File: src/common/piarb_cfg.svh
`ifndef PIARB_CFG_SVH
`define PIARB_CFG_SVH

// ============================================================
// field widths of the hop stream and its metadata
// ============================================================

`define FID_NBITS 8          // flow id, also sets flow table depth
`define TID_NBITS 6          // topic id, also sets topic table depth
`define PU_ID_NBITS 3        // port id
`define HOP_INFO_NBITS 64    // beat data

// ============================================================
// table entry and metadata widths
// ============================================================

`define FLOW_PU_NBITS 16     // msb is the flow enable
`define SWITCH_TAG_NBITS 12
`define CTIME_NBITS 16       // creation time
`define RCI_NBITS 2

// statistics counters
`define CNT_NBITS 16

`endif

File: src/common/piarb_pkg.sv
`include "piarb_cfg.svh"

package piarb_pkg;

	// ============================================================
	// vector types for the fields that carry a meaning
	// ============================================================

	typedef logic [`FID_NBITS-1:0] fid_t;
	typedef logic [`TID_NBITS-1:0] tid_t;
	typedef logic [`PU_ID_NBITS-1:0] pu_id_t;
	typedef logic [`HOP_INFO_NBITS-1:0] hop_data_t;

	// flow payload, top bit enables the flow
	typedef logic [`FLOW_PU_NBITS-1:0] flow_pu_t;

	typedef logic [`SWITCH_TAG_NBITS-1:0] switch_tag_t;
	typedef logic [`CTIME_NBITS-1:0] ctime_t;
	typedef logic [`RCI_NBITS-1:0] rci_t;
	typedef logic [`CNT_NBITS-1:0] cnt_t;

	// ============================================================
	// encodings
	// ============================================================

	// packet type seen by the pu
	typedef enum logic [1:0] {
		PKT_PLAIN = 2'd0,
		PKT_TYPE1 = 2'd2
	} pkt_type_e;

	// ingress framing
	typedef enum logic {
		ING_IDLE,   // waiting for sop
		ING_IN_PKT  // between sop and eop
	} ingress_state_e;

endpackage

File: src/verilog/pu_egress.sv
`timescale 1ns/1ps
`include "piarb_cfg.svh"

module pu_egress (
	input logic clk,
	input logic rst,
	input logic lkp_valid,
	input piarb_pkg::pu_id_t lkp_pid,
	input piarb_pkg::hop_data_t lkp_data,
	input logic lkp_sop,
	input logic lkp_eop,
	input logic lkp_fid_sel,
	input piarb_pkg::pkt_type_e lkp_pkt_type,
	input piarb_pkg::rci_t lkp_rci,
	input piarb_pkg::ctime_t lkp_ctime,
	input piarb_pkg::switch_tag_t lkp_switch_tag,
	input piarb_pkg::flow_pu_t lkp_f_payload,
	input piarb_pkg::fid_t lkp_fid,
	input piarb_pkg::tid_t lkp_tid,
	output logic pu_valid,
	output piarb_pkg::pu_id_t pu_pid,
	output piarb_pkg::hop_data_t pu_data,
	output logic pu_sop,
	output logic pu_eop,
	output logic pu_fid_sel,
	output piarb_pkg::pkt_type_e pu_pkt_type,
	output piarb_pkg::rci_t pu_rci,
	output piarb_pkg::ctime_t pu_ctime,
	output piarb_pkg::switch_tag_t pu_switch_tag,
	output piarb_pkg::flow_pu_t pu_f_payload,
	output piarb_pkg::fid_t pu_fid,
	output piarb_pkg::tid_t pu_tid,
	output piarb_pkg::cnt_t drop_count
);

	logic flow_en;
	logic pass_q;    // decision of the open packet
	logic pass_now;

	assign flow_en = lkp_f_payload[`FLOW_PU_NBITS-1];
	assign pass_now = lkp_sop ? flow_en : pass_q;

	always_ff @(posedge clk) begin
		if (rst) begin
			pass_q <= 1'b0;
			pu_valid <= 1'b0;
			drop_count <= '0;
		end else begin
			pu_valid <= lkp_valid & pass_now;
			if (lkp_valid && lkp_sop) begin
				pass_q <= flow_en;
				if (!flow_en)
					drop_count <= drop_count + 1'b1;  // one count per packet
			end
		end
	end

	always_ff @(posedge clk) begin
		pu_pid <= lkp_pid;
		pu_data <= lkp_data;
		pu_sop <= lkp_sop & lkp_valid & pass_now;
		pu_eop <= lkp_eop & lkp_valid & pass_now;
		pu_fid_sel <= lkp_fid_sel;
		pu_pkt_type <= lkp_pkt_type;
		pu_rci <= lkp_rci;
		pu_ctime <= lkp_ctime;
		pu_switch_tag <= lkp_switch_tag;
		pu_f_payload <= lkp_f_payload;
		pu_fid <= lkp_fid;
		pu_tid <= lkp_tid;
	end

endmodule

File: config.mk
export PLATFORM = sky130hd
export DESIGN_NAME = pu_egress
export DESIGN_NICKNAME = d
export VERILOG_FILES = /design/src/common/piarb_pkg.sv /design/src/verilog/pu_egress.sv
export VERILOG_INCLUDE_DIRS = /design/src /design/src/common
export SDC_FILE = /design/constraint.sdc
export NUM_CORES = 1
export LEC_CHECK = 0
export ABC_CLOCK_PERIOD_IN_PS = 2020
export BUFFER_PORTS_ARGS = -buffer_cell sky130_fd_sc_hd__buf_2
export CORE_ASPECT_RATIO = 0.6
export CORE_MARGIN = 2
export CORE_UTILIZATION = 30
export DETAILED_ROUTE_END_ITERATION = 7
export PLACE_DENSITY_LB_ADDON = 0.15
export SYNTH_ARGS = -nofsm -noshare
export SYNTH_HDL_FRONTEND = slang
export SYNTH_SLANG_ARGS = --single-unit
File: constraint.sdc
create_clock -name clk -period 2.02 [get_ports clk]
set_input_delay 0.404 -clock clk [delete_from_list [all_inputs] [get_ports clk]]
set_output_delay 0.404 -clock clk [all_outputs]
set_load 0.02 [all_outputs]
# == Word level (Yosys, flattened, before mapping) ==
# Index checks and enable logic that the tools add are counted.
# word_totals
wordCells,25
output_inout_bits,149
inputBits,135
regBits,150
# op_classes
mux,1
reduce_logical,2
bitwise,6
n_addsub,1
# op_table
op,count
"adder 16 x 1 -> 16 bit, second input constant",1
bitwise AND 1 bit,5
AND reduction 2 bit,1
logical AND 1 bit,1
2-to-1 mux 1 bit,1
inverter 1 bit,1

# == Longest topological paths before layout ==
# Gate-level depths: netlist (run 1).
# logic_depth
ltp_word,2
mapped_depth,5
mapped_depth_nobuf,5

# == Worst setup path after synthesis (run 1) ==
# No wires, ideal clock.
# synth_path
kind,register to register
from,register drop_count[0]
to,register drop_count[14]
path_stages_with_launch,6
synth_period_minus_slack_ns,1.564
required_ns,1.906
setup_ns,0.114
n_path_buf,0
arrival_ns,1.450
setup_slack_ns,0.456
cell_sequence,dfxtp_1 ha_1 nand4b_2 nor4_2 nor3b_1 a21o_1
# synth_between
elab_chain_len,1
# synth_rtl
item,line_no,text
start: declaration,pu_egress.sv:33,output piarb_pkg::cnt_t drop_count
start signal: assignment,pu_egress.sv:53,drop_count <= drop_count + 1'b1;
adder 16 x 1 -> 16 bit,pu_egress.sv:53,
# No other way between the ends.
# A chain may end at the register's enable or synchronous reset.

# == Worst setup path after layout (run 1) ==
# Same ends and word-level chain as after synthesis.

==> flow_metrics.tcl, run 1 <==
set metrics [dict create \
    netlist.area_leader.share_pct 84.8 \
    critPathMaxStageDelay_ns 0.41 \
    rsz0062_at_grt "no" \
    synth_fp_nets 363 \
    path_buf_inv 0 \
    async_reset_ff_share_pct 0 \
    path_cells "ha_1 -> nand4b_2 -> nor4_2 -> nor3b_1 -> a21o_1" \
    die-height_um 88.2 \
    syn2layout_area_growth_pct 61.5 \
    worstPathMaxFanout 7 \
    routed_wl_um 9590 \
    stdcell_area_sq_um 5720 \
    synth_seq_cells 150 \
    wl_per_cell_um 13.7 \
    critPathSlowestCell "dfxtp_1" \
    cts_resized 0 \
    rows 30 \
    fin_ws_ns 0.417 \
    p_per_area_nw_per_um2 1160 \
    nNetsFinal 663 \
    clkSinkCount 150 \
    final_common_cell "buf_2" \
    cap_violations 0 \
    syn-cell-area_sq_um 3540 \
    worst-endpoint-required_ns 2.32 \
    grt.total_usage_pct 14.4 \
    relSlewSlack_pct 73.2 \
    synthCells 227 \
    crit_family "simple AND/OR/NAND/NOR gates" \
    setup_viol 0 \
    timing.final.crit_period_ns 1.60 \
    post_cts_buffers 0 \
    cts_buffers 17 \
    avgSynthCellArea_sq_um 15.6 \
    max_clock_freq_mhz 624 \
    cts_tree "done" \
    seq_area_frac_synth_pct 84.8 \
    cp-end-kind "flop" \
    hold_buffers 0 \
    grt-ovfl-total 0 \
    fin_crit_sh_pct 79.3 \
    yosys-top-cells-area "dfxtp_1 (85%), nor2_1 (1.9%), xnor2_1 (1.2%)" \
    num_io_pins 284 \
    grt_max_degree 22 \
    most-common-layout-cells "buf_2 (283), dfxtp_1 (150), nor2_1 (18), clkbuf_16 (17)" \
    dp_hpwl_um 7520 \
    p_total_mw 6.61 \
    htree_levels 4 \
    drt_iter0_markers 68 \
    p_leak_nw 2.87 \
    die_w_um 144 \
    place_area_sq_um 5150 \
    drc 0 \
    setup_tns_ns 0 \
    finalHoldViolations 0 \
    drv_slew 0 \
    grt_pass1_wl_um 13300 \
    io_buffer_count 283 \
    clock_latency_ns 0.41 \
    drtAntennaViolNets 0 \
    first_global_vias 2665 \
    critPathKind "reg -> reg" \
    yosysTopAreaCell "dfxtp_1" \
    worst_slew_pin_slew_ns 0.402 \
    gp_congestion 0.733 \
    drive_above_1_share_pct 60.4 \
    num_vias 2718 \
    core_sq_um 11400 \
    cts_root_buf "clkbuf_16" \
    cp.arrival_ns 1.90 \
    synth_cell_type_count 34 \
    crit_path_start_kind "flop" \
    antenna_found_initial 1 \
    synth_edf_count 0 \
    vias_per_cell 3.88 \
    drtPass1Iterations 3 \
    die_area_sq_um 12700 \
    dp_slack_ns 0.414 \
    synthFlopType "dfxtp_1" \
    hp-class "in -> reg" \
    finClkSkew_ns 0.00876 \
    clk_pin_slew_worst_paths_ns 0.07 \
    yosysWarnings 0 \
    status "finished, final reports clean" \
    initial_utilization_pct 31.0 \
    cts_max_path_buffers 2 \
    ir_drop_mv 0.636 \
]
cells by family after synthesis:
family	after synthesis	share of synthesized area (%)
buf+inv	4	0.636
compound gates	6	1.02
simple gates	52	9.26
fa+ha+maj	1	0.353
flops	150	84.8
xor+xnor	10	2.47
mux	4	1.45
synth_stat cells (2+ instances only):
cell type    n
a21oi_1      3
and3_1       3
dfxtp_1    150
mux2_4       2
nand2_1      4
nand3_1      3
nand4_1      5
nor2_1      18
nor2b_1      2
nor3_1       3
nor4_2       3
xnor2_1      5
xor2_1       5
state kept, by name (all words and copies together) (netlist names):
register / cells
drop_count: 16
pu_sop: 1
pu_switch_tag: 12
pass_q: 1
pu_fid: 8
pu_rci: 2
pu_f_payload: 16
pu_tid: 6
pu_valid: 1
pu_data: 64
pu_ctime: 16
pu_pkt_type: 2
pu_fid_sel: 1
pu_eop: 1
pu_pid: 3
worst paths after layout:
path | startpoint | to | slack, ns | depth (start not counted)
max | drop_count[0] | drop_count[14] | 0.42 | 5
max reg2reg | drop_count[0] | drop_count[14] | 0.42 | 5
min reg2reg | pass_q | pass_q | 0.50 | 2
min | lkp_ctime[1] | pu_ctime[1] | 0.09 | 1
per-layer routing:
metal	routed length [um]	share of wire [%]	track usage [%]	up-vias
met1	3290	34	13.5	1212
met4	144	1.5	6.53	0
li1	-	-	-	1351
met5	0	0	0	-
met3	1250	13	8.86	13
met2	4910	51	25.4	142
per-stage QoR:
stage	std cells	util [%]	hold WS, ns
final	701	50.1	0.0907
after detailed placement	668	45.1	0.483
after floorplan	227	-	0.432
after global routing	700	50.1	0.0676
after CTS	700	50.1	0.0720
after global placement	668	45.1	0.469
worst register-to-register path: cells and delay by family (launching register included):
family / cells / cell delay, ns
AO/OA/AOI/OAI: 1 / 0.16
adder cells (fa/ha/maj): 1 / 0.22
flip-flops: 1 / 0.41
AND/OR/NAND/NOR: 3 / 0.71
cell type report:
cell class              count  area [sq um]
multi-input cells          73           515
clock buffers              19           433
repair buffers            284          1420
diodes                      1          2.50
clock inverters            13           136
inverters                   1          3.75
flip-flops and latches    150          3000
well taps                 160           200
fillers                  1083          5690
report_power, final:
group | internal (mW) | switching (mW)
Combinational | 0.190 | 0.286
Sequential | 3.10 | 0.0318
Clock | 1.73 | 1.27
Note: power is estimated with default switching activity, not from simulation.
==> run 2: changes to the inputs <==
- ABC_CLOCK_PERIOD_IN_PS: 2020 -> 1570
- clock period: 2.02 -> 1.57 ns (I/O delays scaled with it)
==> flow_metrics.tcl, run 2 (synthesis results as in run 1) <==
set metrics [dict create \
    r2r-start "drop_count[6]" \
    die-height_um 88.2 \
    cts_root_buf "clkbuf_16" \
    grt_max_degree 17 \
    first_global_vias 3277 \
    gp_congestion 0.769 \
    rsz0062_at_grt "no" \
    final_common_cell "buf_2" \
    hold_path_depth 1 \
    core_sq_um 11400 \
    dp_hpwl_um 7710 \
    largest_reg_flops 64 \
    grt.total_usage_pct 17.6 \
    worstHoldStart "lkp_pkt_type[0]" \
    rr_worst_depth 4 \
    finalHoldViolations 0 \
    critPathMaxStageDelay_ns 0.42 \
    critPathSlowestCell "dfxtp_1" \
    p_leak_nw 3.49 \
    cts_max_path_buffers 2 \
    timing.final.crit_period_ns 1.46 \
    die_w_um 144 \
    cts_buffers 17 \
    ir_drop_mv 0.726 \
    most-common-layout-cells "buf_2 (283), dfxtp_1 (150), dlygate4sd3_1 (125), nor2_1 (18), clkbuf_16 (17)" \
    wl_per_cell_um 14.3 \
    rows 30 \
    antenna_found_initial 1 \
    worstPathMaxFanout 4 \
    dp_cells 677 \
    fillerInstances 877 \
    critPathKind "reg -> out" \
    relSlewSlack_pct 82.7 \
    setup_tns_ns 0 \
    path_cells "buf_4 -> buf_2" \
    drtPass1Iterations 4 \
    drv_slew 0 \
    vias_per_cell 3.94 \
    nNetsFinal 797 \
    initial_utilization_pct 31.0 \
    io_buffer_count 283 \
    cp.arrival_ns 1.15 \
    finClkSkew_ns 0.00646 \
    post_cts_buffers 0 \
    clkSinkCount 150 \
    hp-class "in -> reg" \
    fin_crit_sh_pct 93.3 \
    clk_pin_slew_worst_paths_ns 0.06 \
    p_per_area_nw_per_um2 1310 \
    worst-endpoint-required_ns 1.26 \
    worst_slew_pin_slew_ns 0.257 \
    cts_tree "done" \
    final_cells 835 \
    max_clock_freq_mhz 683 \
    die_area_sq_um 12700 \
    largest-register "pu_data" \
    cp-end-kind "output pin" \
    num_io_pins 284 \
    cap_violations 0 \
    drive_above_1_share_pct 49.9 \
    htree_levels 4 \
    grt-ovfl-total 0 \
    syn2layout_area_growth_pct 101 \
    status "finished, final reports clean" \
    num_vias 3294 \
    clock_latency_ns 0.41 \
    setup_viol 0 \
    crit_path_start_kind "flop" \
    worstSetupStartpoint "drop_count[10]" \
    drtAntennaViolNets 0 \
    drc 0 \
    p_total_mw 9.30 \
    routed_wl_um 11900 \
    grt_pass1_wl_um 16600 \
    drt_iter0_markers 72 \
]
## run 2: path summary, 6_finish.rpt
check / end / slack (ns)
hold reg to reg: pass_q / 0.52
setup / recovery: drop_count[10] / 0.11
hold / removal: pu_pkt_type[0] / 0.02
setup reg to reg: drop_count[15] / 0.11
## run 2: layout make-up
type                            instances  area [sq um]  area share [%]
Antenna cell                            1          2.50          0.0351
Clock buffer                           20           457            6.41
Clock inverter                         12           190            2.67
Inverter                                1          3.75          0.0527
Multi-Input combinational cell         73           524            7.36
Sequential cell                       150          3000            42.2
Tap cell                              160           200            2.81
Timing Repair Buffer                  418          2740            38.5
## run 2: per-layer routing
layer	global-route usage, %	up-vias	wire [um]
met5	0	-	0
met4	7.41	0	226
li1	-	1617	-
met3	8.04	19	1140
met1	17.7	1486	4380
met2	32.3	172	6180
## run 2: per-stage QoR
step | worst slack [ns] | hold WS [ns] | area, sq um | utilization (%)
floorplan | 0.00577 | 0.342 | 3540 | -
global placement | 0.0543 | 0.416 | 5210 | 45.7
detailed placement | 0.0550 | 0.418 | 5210 | 45.7
CTS | 0.0813 | 0.000322 | 7050 | 61.8
global route | 0.00657 | 0.00208 | 7120 | 62.4
finish | 0.106 | 0.0215 | 7120 | 62.4
## run 2: timing repair
item                                    in CTS  in global routing
gates resized for setup                      0                  1
hold buffers                               119                  6
endpoints found under the hold margin      119                  6
endpoints found under the setup margin       0                  2
## run 2: worst max-delay path, delay by kind of cell, from the launching register on
family,cells,cell delay [ns]
buffers and inverters,2,0.32
flip-flops,1,0.42
## run 2: power breakdown
part           internal [mW]  switching [mW]
combinational          0.452           0.428
sequential              3.99          0.0443
clock                   2.78            1.61
total                   7.22            2.08
==> run 3: changes to the inputs <==
- SETUP_SLACK_MARGIN: default -> 0.5
==> flow_metrics.tcl, run 3 (synthesis results as in run 1) <==
set metrics [dict create \
    status "finished, final reports clean" \
    fillerInstances 769 \
    most-common-layout-cells "buf_6 (152), dfxtp_2 (137), buf_2 (134), dlygate4sd3_1 (127), buf_4 (23)" \
    cp.arrival_ns 1.60 \
    place_area_sq_um 5250 \
    cp-endpoint "drop_count[15]" \
    r2r-start "drop_count[3]" \
    r2r_slack_ns 0.26 \
    rr_worst_depth 4 \
    hp-class "in -> reg" \
    finalHoldViolations 0 \
    dp_hpwl_um 7590 \
    largest_reg_flops 64 \
    cts_tree "done" \
    cts_buffers 17 \
    p_leak_nw 3.84 \
    worstPathMaxFanout 7 \
    worst_slew_pin_slew_ns 0.274 \
    stdcell_area_sq_um 8390 \
    fin_crit_sh_pct 83.3 \
    num_vias 3440 \
    nNetsFinal 815 \
    max_clock_freq_mhz 765 \
    timing.final.crit_period_ns 1.31 \
    io_buffer_count 283 \
    wl_per_cell_um 15.8 \
    final_common_cell "buf_6" \
    relSlewSlack_pct 81.6 \
    clkSinkCount 150 \
    ir_drop_mv 0.753 \
    drive_above_1_share_pct 73.5 \
    die_w_um 144 \
    p_total_mw 9.12 \
    die-height_um 88.2 \
    worst-endpoint-required_ns 1.86 \
    vias_per_cell 4.04 \
    cts_max_path_buffers 2 \
    drtPass1Iterations 4 \
    cp-end-kind "flop" \
    num_io_pins 284 \
    grt.total_usage_pct 20.0 \
    core_sq_um 11400 \
    largest-register "pu_data" \
    crit_path_start_kind "flop" \
    clock_latency_ns 0.41 \
    finClkSkew_ns 0.00715 \
    gp_congestion 0.749 \
    die_area_sq_um 12700 \
    htree_levels 4 \
    drc 0 \
    syn2layout_area_growth_pct 137 \
    grt-ovfl-total 0 \
    insertedDiodeCount 0 \
    dp_slack_ns 0.0815 \
    r2r-end "drop_count[15]" \
    critPathKind "reg -> reg" \
    p_per_area_nw_per_um2 1090 \
    setup_tns_ns 0 \
    clk_pin_slew_worst_paths_ns 0.06 \
    initial_utilization_pct 31.0 \
    setup_viol 0 \
    worstSetupStartpoint "drop_count[3]" \
    grt_max_degree 17 \
    rows 30 \
    drtAntennaViolNets 0 \
    drt_iter0_markers 86 \
    first_global_vias 3619 \
    cts_root_buf "clkbuf_16" \
    routed_wl_um 13500 \
    drv_slew 0 \
    grt_pass1_wl_um 18800 \
    fin_ws_ns 0.263 \
    fin_util_pct 73.5 \
    rsz0062_at_grt "yes" \
    antenna_found_initial 0 \
    cap_violations 0 \
]
## run 3: layout make-up
class | count | area, sq um | area share (%)
Timing Repair Buffer | 436 | 3830 | 45.6
Sequential cell | 150 | 3220 | 38.4
Multi-Input combinational cell | 73 | 571 | 6.80
Clock buffer | 17 | 425 | 5.07
Tap cell | 160 | 200 | 2.39
Clock inverter | 14 | 140 | 1.67
Inverter | 1 | 3.75 | 0.0448
## run 3: how the worst min path moves through the flow
stage,end,slack [ns],cells past startpoint,start
global placement,pu_pkt_type[1],0.42,1,lkp_pkt_type[1]
CTS,pu_f_payload[4],0.0001,1,lkp_f_payload[4]
floorplan,pu_ctime[0],0.34,0,lkp_ctime[0]
global route,pu_f_payload[4],0.008,1,lkp_f_payload[4]
detailed placement,pu_ctime[15],0.42,1,lkp_ctime[15]
finish,pu_f_payload[4],0.02,1,lkp_f_payload[4]
## run 3: power by group
group	switching [mW]	internal, mW
registers	0.0944	4.01
logic	0.445	0.666
clock network	1.68	2.22
total	2.22	6.89
## run 3: critical path, cell delays in order (launching register included)
cell and delay [ns]:
dfxtp_4 0.38, nand4_4 0.17, nor3_2 0.20, nand3_1 0.12, mux2_4 0.30
## run 3: stage by stage
step	cells	hold WS (ns)
after floorplan	227	0.342
after global placement	672	0.416
after detailed placement	672	0.418
after CTS	843	0.000101
after global routing	851	0.00751
final	851	0.0229
## run 3: timing repair
action                                  CTS  global route
pin swaps                                 2             9
setup buffers                            13             8
endpoints found under the hold margin   127             0
endpoints found under the setup margin  158           161
gates resized for setup                 433            16
hold buffers                            127             0
## run 3: routing by layer
layer	vias up	GRT usage [%]	routed length [um]
met5	-	0	0
met4	0	8.30	304
met3	23	7.76	1070
met2	161	37.2	7080
met1	1604	20.4	5000
li1	1652	-	-
